<file path="src/common/fe_macros.svh">
`ifndef FE_MACROS_SVH
`define FE_MACROS_SVH

// Byte address width for fetch and the memory port
`define FE_ADDR_W 32

// Instruction memory depth in 32-bit words
`define FE_MEM_WORDS 256

// First fetch address after reset
`define FE_RESET_PC 32'h0000_0000

// Everything here is sized for RV32 without compressed instructions

`endif

</file>
<file path="src/common/fe_pkg.sv">
`include "fe_macros.svh"

package fe_pkg;

    typedef logic [`FE_ADDR_W-1:0] t_paddr;

    // Request strobe to instruction memory
    typedef struct packed {
        logic   valid;
        t_paddr addr;
    } t_fe_req;

    // Memory response, one cycle after the request
    typedef struct packed {
        logic        valid;
        t_paddr      pc;
        logic [31:0] instr;
    } t_mem_rsp;

    // I-type layout, also used for the common fields
    typedef struct packed {
        logic [11:0] imm12;
        logic [4:0]  rs1;
        logic [2:0]  funct3;
        logic [4:0]  rd;
        logic [6:0]  opcode;
    } t_rv_i_view;

    // S and B formats share this split of the immediate
    typedef struct packed {
        logic [6:0]  imm_hi;
        logic [4:0]  rs2;
        logic [4:0]  rs1;
        logic [2:0]  funct3;
        logic [4:0]  imm_lo;
        logic [6:0]  opcode;
    } t_rv_sb_view;

    typedef union packed {
        t_rv_i_view  i_type;
        t_rv_sb_view sb_type;
    } t_rv_instr;

    typedef struct packed {
        t_paddr    pc;
        t_rv_instr instr;
    } t_fetch_pkt;

    typedef struct packed {
        t_paddr      pc;
        logic [6:0]  opcode;
        logic [4:0]  rd;
        logic [4:0]  rs1;
        logic [4:0]  rs2;
        logic [2:0]  funct3;
        logic [31:0] imm;
    } t_decoded;

    localparam logic [6:0] OP_SYSTEM = 7'b1110011;
    localparam logic [6:0] OP_LOAD   = 7'b0000011;
    localparam logic [6:0] OP_STORE  = 7'b0100011;
    localparam logic [6:0] OP_BRANCH = 7'b1100011;
    localparam logic [6:0] OP_OPIMM  = 7'b0010011;
    localparam logic [6:0] OP_OP     = 7'b0110011;
    localparam logic [6:0] OP_LUI    = 7'b0110111;
    localparam logic [6:0] OP_JAL    = 7'b1101111;

endpackage

</file>
<file path="src/verilog/decode_stage.sv">
module decode_stage (
    input  logic               clk,
    input  logic               reset,
    input  logic               stall,
    input  logic               fe_valid,
    input  fe_pkg::t_fetch_pkt fe_pkt,
    output logic               dec_valid,
    output fe_pkg::t_decoded   dec
);
    import fe_pkg::*;

    t_rv_i_view  iv;
    t_rv_sb_view sv;
    t_decoded    dec_nxt;
    logic        accept;

    assign iv = fe_pkt.instr.i_type;
    assign sv = fe_pkt.instr.sb_type;

    assign accept = fe_valid && !stall;

    always_comb begin
        dec_nxt.pc     = fe_pkt.pc;
        dec_nxt.opcode = iv.opcode;
        dec_nxt.rd     = iv.rd;
        dec_nxt.rs1    = iv.rs1;
        dec_nxt.funct3 = iv.funct3;
        // rs2 only exists in the S/B layout
        dec_nxt.rs2    = sv.rs2;

        case (iv.opcode)
            OP_LOAD, OP_OPIMM: begin
                dec_nxt.imm = {{20{iv.imm12[11]}}, iv.imm12};
            end
            OP_STORE: begin
                dec_nxt.imm = {{20{sv.imm_hi[6]}}, sv.imm_hi, sv.imm_lo};
            end
            OP_BRANCH: begin
                // imm[12|10:5] in imm_hi, imm[4:1|11] in imm_lo
                dec_nxt.imm = {{19{sv.imm_hi[6]}}, sv.imm_hi[6], sv.imm_lo[0],
                               sv.imm_hi[5:0], sv.imm_lo[4:1], 1'b0};
            end
            OP_LUI: begin
                dec_nxt.imm = {iv.imm12, iv.rs1, iv.funct3, 12'b0};
            end
            OP_JAL: begin
                // Bits 31:12 hold imm[20|10:1|11|19:12]
                dec_nxt.imm = {{12{iv.imm12[11]}}, iv.rs1, iv.funct3,
                               iv.imm12[0], iv.imm12[10:1], 1'b0};
            end
            default: begin
                dec_nxt.imm = '0;
            end
        endcase
    end

    // Valid holds under stall, otherwise follows the accepted packet
    always_ff @(posedge clk) begin
        if (reset) begin
            dec_valid <= 1'b0;
        end else if (!stall) begin
            dec_valid <= fe_valid;
        end
    end

    always_ff @(posedge clk) begin
        if (accept) begin
            dec <= dec_nxt;
        end
    end

endmodule

</file>
<file path="config.mk">
export PLATFORM = sky130hd
export DESIGN_NAME = decode_stage
export DESIGN_NICKNAME = d
export VERILOG_FILES = /design/src/common/fe_pkg.sv /design/src/verilog/decode_stage.sv
export VERILOG_INCLUDE_DIRS = /design/src /design/src/common
export SDC_FILE = /design/constraint.sdc
export NUM_CORES = 1
export LEC_CHECK = 0
export ABC_AREA = 1
export BUFFER_PORTS_ARGS = -buffer_cell sky130_fd_sc_hd__buf_4
export CAP_MARGIN = 25
export CORE_MARGIN = 5
export CORE_UTILIZATION = 49
export CTS_CLUSTER_DIAMETER = 200
export DETAILED_ROUTE_END_ITERATION = 16
export GPL_ROUTABILITY_DRIVEN = 0
export MAX_ROUTING_LAYER = met4
export PLACE_DENSITY = 0.82
export SKIP_CTS_REPAIR_TIMING = 1
export SYNTH_ARGS = -nofsm -noshare
export SYNTH_HDL_FRONTEND = slang
export SYNTH_SLANG_ARGS = --single-unit
</file>
<file path="constraint.sdc">
create_clock -name clk -period 11.6 [get_ports clk]
set_clock_uncertainty 0.1 [all_clocks]
set_input_delay 0.58 -clock clk [delete_from_list [all_inputs] [get_ports clk]]
set_output_delay 0.58 -clock clk [all_outputs]
set_load 0.005 [all_outputs]
</file>
==> reports/results.ini <==
[run_status]
run_status=completed

[clocking]
clk_path_buf_depth=2
cts_tree=done
cts_buffers=9
clk_latency_ps=340
cts_sinks=90
root_buffer=clkbuf_8
cts-htree-levels=3
path_clk_slew_ps=90

[drt]
wl_mm=8.17
drt-vias-per-instance=4.94
wire_per_inst_um=18.1
ant_nets=0
drcViolationCount=0
via_count=2221
drt_pre_antenna_iters=5
drt_iter0_drc=123

[worst_setup_path]
cpMaxStageDelayCell=buf_4
crit_fanout=54
arrival_ps=1550
critical-path-top-delay-family=buffers and inverters
crit_buf_inv=3
cp_cell_sequence=buf_4, nor2_4, buf_4, buf_16
required_ps=11530
critical_path.max_stage_delay_ps=420
critPathLaunchType=input port
crit_type=input port to register
critPathCaptureType=register
crit_top_cell=buf_4

[cells_and_area]
final_common_cell=buf_4
areaGrowthSynthToFinish_pct=46.9
n_fill_cell=406
nets=436
layout_common_cells=buf_4 (158), edfxtp_1 (89), nand2_1 (49)
drive_above_1_share_pct=49.9
antenna_cells=0

[power]
finalPower_mw=0.687
sw_frac_of_total_pct=21.2
irDropWorstVdd_v=0.0000915
p_comb_share_pct=9.9
pwr-share-clk_pct=34.1
p_leak_nw=2.06
power.density_mw_per_mm2=145
intPower_mw=0.541
sequentialPowerShare_pct=56.0
power_switching_mw=0.146

[timing]
final.setup.tns_ps=0
period_minus_slack_ps=1620
finalSetupViolCount=0
finalCritPeriodShare_pct=14.0
fmax_ghz=0.617
drv_slew=0
hold_viol_final=0
holdWs_ps=283
max_slew_margin_pct=67.9
worst_slew_pin_slew_ps=481
rsz0062_at_grt=false

[synthesis]
ys_ff_latch=90
yosysWarnings=0
yosys.area.top_type_share_pct=83.1
synth.distinct_cells=17
yosysTopAreaCell=edfxtp_1
synthCells=202
synth_nets=270
synth_area_per_cell_sq_um=15.9
synth_area_sq_mm=0.00322
ys_seq_area_share_pct=83.7
yosys-top-cells-area=edfxtp_1 (83%), nand2_1 (5.7%), nand3_1 (3.7%)

[floorplan]
start_util_pct=50.4
io_pins=158
core_area_sq_mm=0.00639
fp.dieH_um=91.0
die_x_um=91.0
die_area_sq_mm=0.00829
row_count=29

[placement]
hpwlAfterDp_mm=5.99
io_buffers=157

[global_routing]
grt_max_degree=90
grt_pass1_wl_mm=12.3
grt_pass1_vias=2242
grt_usage_pct=19.8
grt-ovfl-total=0
antenna_found_initial=0

[run]
maxCapViolations=0

[min_path]
hold_path.class=input port to register

-- power by group through the flow --
stage | clock (mW) | combinational, mW | sequential (mW)
detailed placement | 0 | 0.0676 | 0.393
finish | 0.234 | 0.0680 | 0.385
global placement | 0 | 0.0654 | 0.392
floorplan | 0 | 0.00951 | 0.396
CTS | 0.238 | 0.0678 | 0.386
global route | 0.255 | 0.0728 | 0.387
-- kinds of logic after synthesis --
logic type | count (synthesis) | share of synthesized area [%]
buf+inv | 17 | 2.53
flops | 90 | 83.7
compound gates | 1 | 0.155
simple gates | 94 | 13.6
-- synthesized netlist by cell type, drive strengths merged --
library cell / number
nand4: 3
inv: 13
buf: 4
and2: 1
nand3: 25
a21oi: 1
nor2: 11
edfxtp: 89
nand2: 54
dfxtp: 1
-- worst reg2reg max path: stages (launching register included) --
cell	delay [ps]
dfxtp_1	330
a21oi_1	130
nor2_1	50
-- path summary, 6_finish.rpt --
check / startpoint / to / slack, ps / cells past startpoint
worst max register to register: dec_valid$_SDFFE_PP0N_ / dec_valid$_SDFFE_PP0N_ / 10900 / 2
worst min-delay path: reset / dec_valid$_SDFFE_PP0N_ / 280 / 2
worst max-delay path: stall / dec[62]$_DFFE_PP_ / 9980 / 4
worst min register to register: dec_valid$_SDFFE_PP0N_ / dec_valid$_SDFFE_PP0N_ / 430 / 2
-- through the flow --
step	util [%]	cells	worst slack, ps	area (sq um)
after global placement	70.1	433	9480	4470
after global routing	74.0	450	9870	4720
after CTS	73.6	449	9810	4700
after detailed placement	70.1	433	9430	4470
final	74.0	450	9980	4720
after floorplan	-	202	6580	3220
-- metal layers --
metal	global-route usage [%]	routed length, um	vias up
met4	5.13	20	0
met2	32.0	4140	113
met3	5.37	753	2
met5	-	0	-
li1	-	-	1049
met1	25.0	3260	1057
-- sequential cells by signal, summed over array words and instances, names as in the netlist --
| name | cells |
|---|---|
| dec | 89 |
| dec_valid | 1 |
-- final cells by class --
| class | instances | area, sq um | area share (%) |
|---|---|---|---|
| clock buffer | 9 | 124 | 2.62 |
| clock inverter | 7 | 98.8 | 2.09 |
| sequential | 90 | 2690 | 57.0 |
| inverter | 13 | 48.8 | 1.03 |
| timing repair buffer | 159 | 1210 | 25.7 |
| multi-input combinational | 95 | 450 | 9.53 |
| tap | 77 | 96.3 | 2.04 |
Note: power is estimated with default switching activity, not from simulation.
