==> config.mk <==
export PLATFORM = sky130hd
export DESIGN_NAME = fetch_ctl
export DESIGN_NICKNAME = d
export VERILOG_FILES = /design/src/common/fe_pkg.sv /design/src/fetch/fetch_ctl.sv
export VERILOG_INCLUDE_DIRS = /design/src /design/src/common
export SDC_FILE = /design/constraint.sdc
export NUM_CORES = 1
export LEC_CHECK = 0
export BUFFER_PORTS_ARGS = -buffer_cell sky130_fd_sc_hd__buf_2
export CAP_MARGIN = 15
export CORE_MARGIN = 2
export CORE_UTILIZATION = 44
export DETAILED_ROUTE_END_ITERATION = 8
export PLACE_DENSITY_LB_ADDON = 0.25
export SLEW_MARGIN = 20
export SYNTH_ARGS = -nofsm -noshare
export SYNTH_HDL_FRONTEND = slang
export SYNTH_SLANG_ARGS = --single-unit
==> constraint.sdc <==
create_clock -name clk -period 1.9 [get_ports clk]
set_input_delay 0.19 -clock clk [delete_from_list [all_inputs] [get_ports clk]]
set_output_delay 0.19 -clock clk [all_outputs]
set_load 0.01 [all_outputs]
==> src/common/fe_macros.svh <==
`ifndef FE_MACROS_SVH
`define FE_MACROS_SVH

// Byte address width for fetch and the memory port
`define FE_ADDR_W 32

// Instruction memory depth in 32-bit words
`define FE_MEM_WORDS 256

// First fetch address after reset
`define FE_RESET_PC 32'h0000_0000

// Everything here is sized for RV32 without compressed instructions

`endif

==> src/common/fe_pkg.sv <==
`include "fe_macros.svh"

package fe_pkg;

    typedef logic [`FE_ADDR_W-1:0] t_paddr;

    // Request strobe to instruction memory
    typedef struct packed {
        logic   valid;
        t_paddr addr;
    } t_fe_req;

    // Memory response, one cycle after the request
    typedef struct packed {
        logic        valid;
        t_paddr      pc;
        logic [31:0] instr;
    } t_mem_rsp;

    // I-type layout, also used for the common fields
    typedef struct packed {
        logic [11:0] imm12;
        logic [4:0]  rs1;
        logic [2:0]  funct3;
        logic [4:0]  rd;
        logic [6:0]  opcode;
    } t_rv_i_view;

    // S and B formats share this split of the immediate
    typedef struct packed {
        logic [6:0]  imm_hi;
        logic [4:0]  rs2;
        logic [4:0]  rs1;
        logic [2:0]  funct3;
        logic [4:0]  imm_lo;
        logic [6:0]  opcode;
    } t_rv_sb_view;

    typedef union packed {
        t_rv_i_view  i_type;
        t_rv_sb_view sb_type;
    } t_rv_instr;

    typedef struct packed {
        t_paddr    pc;
        t_rv_instr instr;
    } t_fetch_pkt;

    typedef struct packed {
        t_paddr      pc;
        logic [6:0]  opcode;
        logic [4:0]  rd;
        logic [4:0]  rs1;
        logic [4:0]  rs2;
        logic [2:0]  funct3;
        logic [31:0] imm;
    } t_decoded;

    localparam logic [6:0] OP_SYSTEM = 7'b1110011;
    localparam logic [6:0] OP_LOAD   = 7'b0000011;
    localparam logic [6:0] OP_STORE  = 7'b0100011;
    localparam logic [6:0] OP_BRANCH = 7'b1100011;
    localparam logic [6:0] OP_OPIMM  = 7'b0010011;
    localparam logic [6:0] OP_OP     = 7'b0110011;
    localparam logic [6:0] OP_LUI    = 7'b0110111;
    localparam logic [6:0] OP_JAL    = 7'b1101111;

endpackage

==> src/fetch/fetch_ctl.sv <==
`include "fe_macros.svh"

module fetch_ctl (
    input  logic               clk,
    input  logic               reset,
    input  logic               stall,
    input  logic               redirect,
    input  fe_pkg::t_paddr     redirect_pc,
    output fe_pkg::t_fe_req    fe_req,
    input  fe_pkg::t_mem_rsp   mem_rsp,
    output logic               fe_valid,
    output logic               halted,
    output fe_pkg::t_fetch_pkt fe_pkt
);
    import fe_pkg::*;

    typedef enum logic [2:0] {
        ST_IDLE,
        ST_REQ,
        ST_PENDING,
        ST_PENDING_STALL,
        ST_DRAIN,
        ST_HALT
    } t_fe_state;

    t_fe_state  state;
    t_fe_state  state_nxt;
    t_paddr     pc;
    t_fetch_pkt live_pkt;
    t_fetch_pkt hold_pkt;
    logic       take_redirect;
    logic       halt;

    // Redirects are ignored once the front end is shutting down
    assign take_redirect = redirect && state != ST_DRAIN && state != ST_HALT;

    assign live_pkt.pc    = mem_rsp.pc;
    assign live_pkt.instr = t_rv_instr'(mem_rsp.instr);

    // SYSTEM opcode on a live response stops fetch
    assign halt = state == ST_PENDING && mem_rsp.valid && !take_redirect
                  && live_pkt.instr.i_type.opcode == OP_SYSTEM;

    always_comb begin
        state_nxt = state;
        case (state)
            ST_IDLE: state_nxt = ST_REQ;
            ST_REQ: state_nxt = ST_PENDING;
            ST_PENDING: begin
                // Without stall the response goes out early and we stay here
                if (mem_rsp.valid && stall) begin
                    state_nxt = ST_PENDING_STALL;
                end
            end
            ST_PENDING_STALL: begin
                if (!stall) begin
                    state_nxt = ST_PENDING;
                end
            end
            ST_DRAIN: begin
                if (!stall) begin
                    state_nxt = ST_HALT;
                end
            end
            default: state_nxt = state;
        endcase
        if (take_redirect) begin
            state_nxt = ST_REQ;
        end
        if (halt) begin
            state_nxt = ST_DRAIN;
        end
    end

    always_ff @(posedge clk) begin
        if (reset) begin
            state <= ST_IDLE;
        end else begin
            state <= state_nxt;
        end
    end

    // Next request goes out in the same cycle the previous one is handed on
    assign fe_req.valid = (state == ST_REQ
                           || (state == ST_PENDING && mem_rsp.valid && !stall)
                           || (state == ST_PENDING_STALL && !stall))
                          && !take_redirect && !halt;
    assign fe_req.addr  = pc;

    always_ff @(posedge clk) begin
        if (reset) begin
            pc <= t_paddr'(`FE_RESET_PC);
        end else if (take_redirect) begin
            pc <= redirect_pc;
        end else if (fe_req.valid) begin
            pc <= pc + t_paddr'(4);
        end
    end

    // Replay copy for a response that arrives under stall
    always_ff @(posedge clk) begin
        if (mem_rsp.valid) begin
            hold_pkt <= live_pkt;
        end
    end

    assign fe_valid = ((state == ST_PENDING && mem_rsp.valid) || state == ST_PENDING_STALL)
                      && !take_redirect && !halt;
    assign fe_pkt   = (state == ST_PENDING) ? live_pkt : hold_pkt;
    assign halted   = state == ST_HALT;

endmodule

==> results.sh, run 1 <==
export IMPL_n_fill_cell=793
export IMPL_synth_edf_count=64
export IMPL_synthDistinctLibCells=47
export IMPL_fp_dieW_um=111.8
export IMPL_avgSynthCellArea_um2=11.73
export IMPL_status="finished with violations"
export IMPL_critPathRequiredTime_ns=1.71
export IMPL_grt_pass1_vias=4684
export IMPL_rsz0062_at_grt="yes"
export IMPL_switching_share_pct=25.88
export IMPL_ios=200
export IMPL_tritoncts="yes"
export IMPL_regArea_um2=2655
export IMPL_numCtsBuffers=9
export IMPL_multi_input_area_um2=2645
export IMPL_drc=0
export IMPL_hold_path_class="in -> reg"
export IMPL_worst_slew_pin_slew_ns=0.6758
export IMPL_std_cell_rows=39
export IMPL_leakagePower_nw=3.229
export IMPL_gr_total_overflow=0
export IMPL_max_stage_delay_ns=0.34
export IMPL_syn_nets=538
export IMPL_final_layout_size_suffix_gt1_share_pct=60.26
export IMPL_layout_setup_ws_ns=-0.08021
export IMPL_fin_cells=835
export IMPL_cp_cell_sequence="nor3b_4 -> buf_6 -> buf_8 -> clkbuf_16 -> mux2_4 -> buf_6"
export IMPL_place_area_um2=6516
export IMPL_violations="negative setup slack"
export IMPL_drt_vias_per_instance=5.759
export IMPL_clock_sinks=99
export IMPL_grt_antenna_before_repair=0
export IMPL_coreArea_um2=11370
export IMPL_drv_cap=0
export IMPL_powerDensity_nw_per_um2=706.8
export IMPL_syn_to_final_growth_pct=55.00
export IMPL_nets=789
export IMPL_critPathSlowestCell="dfxtp_2"
export IMPL_finalCriticalPeriod_ns=1.980
export IMPL_place_hpwl_um=10260
export IMPL_power_internal_mw=4.153
export IMPL_setup_tns_ns=-3.343
export IMPL_finalMaxSlewViolations=0
export IMPL_synth_seq_cells=99
export IMPL_p_clk_share_pct=33.5
export IMPL_synthArstFlopShare_pct=0
export IMPL_post_route_period_util_pct=104.2
export IMPL_drt_wirelength_per_cell_um=19.42
export IMPL_critPathCaptureType="output port"
export IMPL_r2r_setup_slack_ns=-0.02
export IMPL_diodes=0
export IMPL_port_buffer_count=199
export IMPL_htreeDepth=3
export IMPL_wl_met3_um=1069
export IMPL_first_iter_violations=337
export IMPL_pre_cts_slack_ns=-0.1541
export IMPL_worstSkewPairLatency_ns=0.35
export IMPL_finClkSkew_ns=0.006369
export IMPL_p_comb_share_pct=21.1
export IMPL_grt_max_degree=54
export IMPL_routed_wirelength_um=16220
export IMPL_highest_layer="met4"
export IMPL_worst_path_most_repeated_cell="buf_6"
export IMPL_synth_area_um2=5114
export IMPL_synth_ff_type="edfxtp_1"
export IMPL_p_seq_share_pct=45.4
export IMPL_vias=4809
export IMPL_startpoint_type="register"
export IMPL_fmax_ghz=0.5050
export IMPL_cp_max_fo=5
export IMPL_dieArea_um2=12500
export IMPL_dp_cells=793
export IMPL_arrival_ns=1.79
export IMPL_cts_reportedPaths_clkPinSlew_ns=0.07
export IMPL_root_buffer="clkbuf_16"
export IMPL_synthCells=436
export IMPL_globalplace_congestion=0.8370
export IMPL_start_util_pct=44.98
export IMPL_max_slew_margin_pct=54.94
export IMPL_finalHoldViolCount=0
export IMPL_setup_violations=67
export IMPL_dieHeight_um=111.8
export IMPL_wl_met2_um=8327
export IMPL_final_area_um2=7926
export IMPL_grt_usage_pct=23.93
export IMPL_cts_buffer_depth=2
export IMPL_ys_warn_count=0
export IMPL_grt_pass1_wl_um=24150
export IMPL_first_pass_iters=5
export IMPL_vdd_drop_max_uv=508.1
export IMPL_p_sw_mw=1.450
export IMPL_crit_type="reg -> out"
export IMPL_wl_met1_um=6491
export IMPL_synth_seq_area_share_pct=51.28
export IMPL_drtAntennaViolNets=0
export IMPL_totalPowerFinal_mw=5.602
[cells in the final DEF (no fill, tap or decap), drive strengths merged, types with 2 or more instances in the layout]
cell / Yosys / layout
a2111oi: 13 / 13
a211oi: 3 / 3
a21oi: 21 / 21
a311oi: 14 / 14
and2: 16 / 16
and3: 4 / 4
and4: 4 / 4
buf: 10 / 273
clkbuf: 25 / 13
clkinvlp: 0 / 2
dfxtp: 35 / 35
edfxtp: 64 / 64
inv: 7 / 9
mux2: 64 / 64
nand2: 18 / 18
nand2b: 2 / 2
nand3: 9 / 9
nand4: 13 / 13
nor2: 32 / 32
nor2b: 3 / 3
nor3: 3 / 3
nor3b: 2 / 2
nor4: 15 / 15
o21ai: 5 / 5
o21bai: 2 / 2
o311a: 2 / 2
o31ai: 11 / 11
o41a: 14 / 14
or3: 4 / 4
or4: 14 / 14
[synth_stat cells (2+ instances only)]
master     instances  area, µm²
o21bai_1           2      15.01
dfxtp_1           35      700.7
and2_2             3      22.52
a311oi_1          14      122.6
and2_1            13      81.33
nand2b_1           2      12.51
o31ai_1           11      82.58
nand3_1            9      45.04
and3_1             4      25.02
mux2_2            64      720.7
o21ai_0            5      25.02
nor2b_1            3      18.77
and4_2             3      30.03
clkbuf_1          21      78.83
nor2_1            32      120.1
nor3_1             3      15.01
nor4_1            15      93.84
nand2_1           18      67.56
or3_1              4      25.02
buf_2              4      20.02
a211oi_1           3      22.52
clkbuf_8           4      55.05
or4_1             12      90.09
nor3b_1            2      15.01
o41a_1            13      146.4
a21oi_1           20      100.1
buf_6              6      67.56
a2111oi_0          8      70.07
nand4_1           12      75.07
a2111oi_1          5      50.05
inv_1              7      26.28
edfxtp_1          64       1922
[flip-flops by register name, indices dropped and copies added, names as in the netlist]
name / flops
hold_pkt: 64
state: 3
pc: 32
[kinds of logic after synthesis]
kind of cell	share of synthesized area [%]
DFF	51.28
and+or+nand+nor	15.93
AOI/OAI and AO/OA	13.41
buffers and inverters	5.040
muxes	14.09
adders and majority gates	0.2446
[power by group through the flow]
stage / sequential (mW) / combinational [mW] / clock (mW)
3_3_place_gp: 2.57 / 0.864 / 0
3_5_place_dp: 2.58 / 0.879 / 0
5_1_grt: 2.56 / 1.26 / 2.01
4_1_cts: 2.53 / 1.11 / 1.91
6_report: 2.54 / 1.18 / 1.88
2_1_floorplan: 2.60 / 0.411 / 0
[stage by stage]
stage / hold slack [ns] / util, %
finish: 0.03009 / 69.72
global placement: 0.3809 / 57.31
floorplan: 0.2889 / -
detailed placement: 0.3809 / 57.31
global route: 0.01574 / 69.72
CTS: 0.01881 / 66.50
[layout make-up]
cell class,instances,share of cell area (%)
clock buffer,10,2.889
clock inverter,6,0.9313
inverter,7,0.3315
multi-input combinational,294,33.37
sequential,99,33.50
tap,143,2.257
timing repair buffer,276,26.72
[what timing repair did]
action                     in CTS  in global routing
setup endpoints to repair      80                 89
pin swaps                      11                 13
hold buffers                    0                  0
gates resized for setup       113                 56
gates cloned                    6                  3
buffers inserted               15                  4
[critical path: cells and delay by family (launching register included)]
family / cells / cell delay [ns]
buffers and inverters: 4 / 0.56
flip-flops: 1 / 0.34
multiplexers: 1 / 0.30
AND/OR/NAND/NOR: 1 / 0.23
[layer usage]
layer	GRT usage [%]	vias up
li1	-	2235
met1	30.40	2330
met2	41.62	217
met3	3.811	27
met4	8.148	0
met5	0	-
[final timing paths]
check             cells after the start                  start                endpoint
setup / recovery                      6  state[0]$_SDFFE_PP0P_              fe_pkt[44]
hold / removal                        1            mem_rsp[17]  hold_pkt[17]$_DFFE_PP_
setup reg to reg                      5    pc[10]$_SDFFE_PP0P_     pc[21]$_SDFFE_PP0P_
hold reg to reg                       2     pc[0]$_SDFFE_PP0P_      pc[0]$_SDFFE_PP0P_
No activity file was read; power rests on OpenSTA's default activity.
==> run 2, diff against run 1 <==
- PLACE_DENSITY: default -> 0.74
- PLACE_DENSITY_LB_ADDON: 0.25 -> default
==> results.sh, run 2 (synthesis results as in run 1) <==
export IMPL_startpoint_type="register"
export IMPL_highest_layer="met4"
export IMPL_hold_path_class="in -> reg"
export IMPL_vdd_drop_max_uv=504.4
export IMPL_hold_buffers=0
export IMPL_fp_dieW_um=111.8
export IMPL_r2r_cells=6
export IMPL_critPathCaptureType="register"
export IMPL_p_sw_mw=1.569
export IMPL_status="finished with violations"
export IMPL_pre_cts_slack_ns=-0.1427
export IMPL_grt_antenna_before_repair=0
export IMPL_setup_violations=68
export IMPL_layout_setup_ws_ns=-0.1466
export IMPL_root_buffer="clkbuf_16"
export IMPL_dieArea_um2=12500
export IMPL_finClkSkew_ns=0.006707
export IMPL_max_slew_margin_pct=46.89
export IMPL_final_common_cell="buf_2"
export IMPL_largest_register_ffs=64
export IMPL_switching_share_pct=26.95
export IMPL_rsz0062_at_grt="yes"
export IMPL_hold_depth=1
export IMPL_std_cell_rows=39
export IMPL_crit_type="reg -> reg"
export IMPL_layout_common_cells="135 x buf_2, 72 x buf_6, 64 x edfxtp_1"
export IMPL_routed_wirelength_um=18180
export IMPL_gr_total_overflow=0
export IMPL_vias=4977
export IMPL_syn_to_final_growth_pct=62.17
export IMPL_power_internal_mw=4.252
export IMPL_finalHoldViolCount=0
export IMPL_first_iter_violations=347
export IMPL_violations="negative setup slack"
export IMPL_coreArea_um2=11370
export IMPL_grt_pass1_wl_um=24620
export IMPL_cts_reportedPaths_clkPinSlew_ns=0.08
export IMPL_p_comb_share_pct=22.3
export IMPL_first_pass_iters=5
export IMPL_totalPowerFinal_mw=5.821
export IMPL_drc=0
export IMPL_numCtsBuffers=9
export IMPL_p_seq_share_pct=43.8
export IMPL_drt_wirelength_per_cell_um=21.61
export IMPL_ios=200
export IMPL_top_register="hold_pkt"
export IMPL_leakagePower_nw=3.369
export IMPL_post_route_period_util_pct=107.7
export IMPL_arrival_ns=2.29
export IMPL_finalMaxSlewViolations=0
export IMPL_powerDensity_nw_per_um2=702.0
export IMPL_drv_cap=0
export IMPL_grt_pass1_vias=4772
export IMPL_htreeDepth=3
export IMPL_n_fill_cell=733
export IMPL_cp_max_fo=6
export IMPL_worst_slew_pin_slew_ns=0.7966
export IMPL_diodes=0
export IMPL_globalplace_congestion=0.8556
export IMPL_wl_met1_um=7009
export IMPL_worstSkewPairLatency_ns=0.35
export IMPL_dieHeight_um=111.8
export IMPL_fmax_ghz=0.4886
export IMPL_grt_max_degree=63
export IMPL_p_clk_share_pct=33.9
export IMPL_cts_buffer_depth=2
export IMPL_final_layout_size_suffix_gt1_share_pct=61.75
export IMPL_start_util_pct=44.98
export IMPL_port_buffer_count=199
export IMPL_finalCriticalPeriod_ns=2.047
export IMPL_nets=795
export IMPL_tritoncts="yes"
export IMPL_critPathRequiredTime_ns=2.14
export IMPL_grt_usage_pct=24.33
export IMPL_wl_met3_um=1158
export IMPL_clock_sinks=99
export IMPL_reg_top3="hold_pkt: 64 flops, pc: 32 flops, state: 3 flops"
export IMPL_wl_met2_um=9652
export IMPL_place_hpwl_um=10250
export IMPL_drtAntennaViolNets=0
export IMPL_drt_vias_per_instance=5.918
[run 2: power groups by stage]
| stage | registers, mW | clock network (mW) | logic [mW] |
|---|---|---|---|
| detailed placement | 2.58 | 0 | 0.881 |
| global placement | 2.57 | 0 | 0.863 |
| floorplan | 2.60 | 0 | 0.411 |
| global route | 2.56 | 2.09 | 1.37 |
| CTS | 2.53 | 1.98 | 1.09 |
| finish | 2.55 | 1.97 | 1.30 |
[run 2: per-stage QoR]
step | util, % | setup TNS, ns | hold WS [ns] | cell area [µm²] | cells
after floorplan | - | -0.4657 | 0.2889 | 5144 | 436
after global placement | 56.98 | -0.1843 | 0.3781 | 6479 | 788
after detailed placement | 56.98 | -1.184 | 0.3811 | 6479 | 788
after CTS | 65.19 | -4.461 | 0.01997 | 7412 | 816
after global routing | 72.94 | -10.45 | 0.01157 | 8293 | 841
final | 72.94 | -6.912 | 0.02246 | 8293 | 841
[run 2: worst max-delay path: stages, from the launching register on]
cell      delay, ns
dfxtp_4        0.37
buf_12         0.12
a21oi_4        0.13
nand4_1        0.26
buf_4          0.25
or4_1          0.52
a311oi_1       0.30
[run 2: area by class of cell]
class	count	area, µm²	share of cell area [%]
clock buffers	9	225.2	2.716
inverters	7	26.28	0.3168
repair buffers	281	2360	28.46
multi-input cells	295	2753	33.19
well taps	143	178.9	2.158
flip-flops and latches	99	2656	32.03
clock inverters	7	93.84	1.132
[run 2: what timing repair did]
action | CTS | global route
pin swaps | 4 | 21
cloned | 4 | 9
endpoints found under the hold margin | 0 | 0
endpoints found under the setup margin | 71 | 95
gates resized for setup | 93 | 126
buffers inserted | 8 | 17
[run 2: final timing paths]
| check | start | to | slack (ns) |
|---|---|---|---|
| setup / recovery | state[2]$_SDFFE_PP0P_ | pc[10]$_SDFFE_PP0P_ | -0.15 |
| hold / removal | mem_rsp[33] | hold_pkt[33]$_DFFE_PP_ | 0.02 |
| setup reg to reg | state[2]$_SDFFE_PP0P_ | pc[10]$_SDFFE_PP0P_ | -0.15 |
| hold reg to reg | pc[1]$_SDFFE_PP0P_ | pc[1]$_SDFFE_PP0P_ | 0.48 |
[run 2: layer usage]
layer	GRT usage (%)	vias to the layer above
met5	0	-
met4	7.407	0
met3	3.593	30
met2	44.20	244
met1	29.82	2457
li1	-	2246
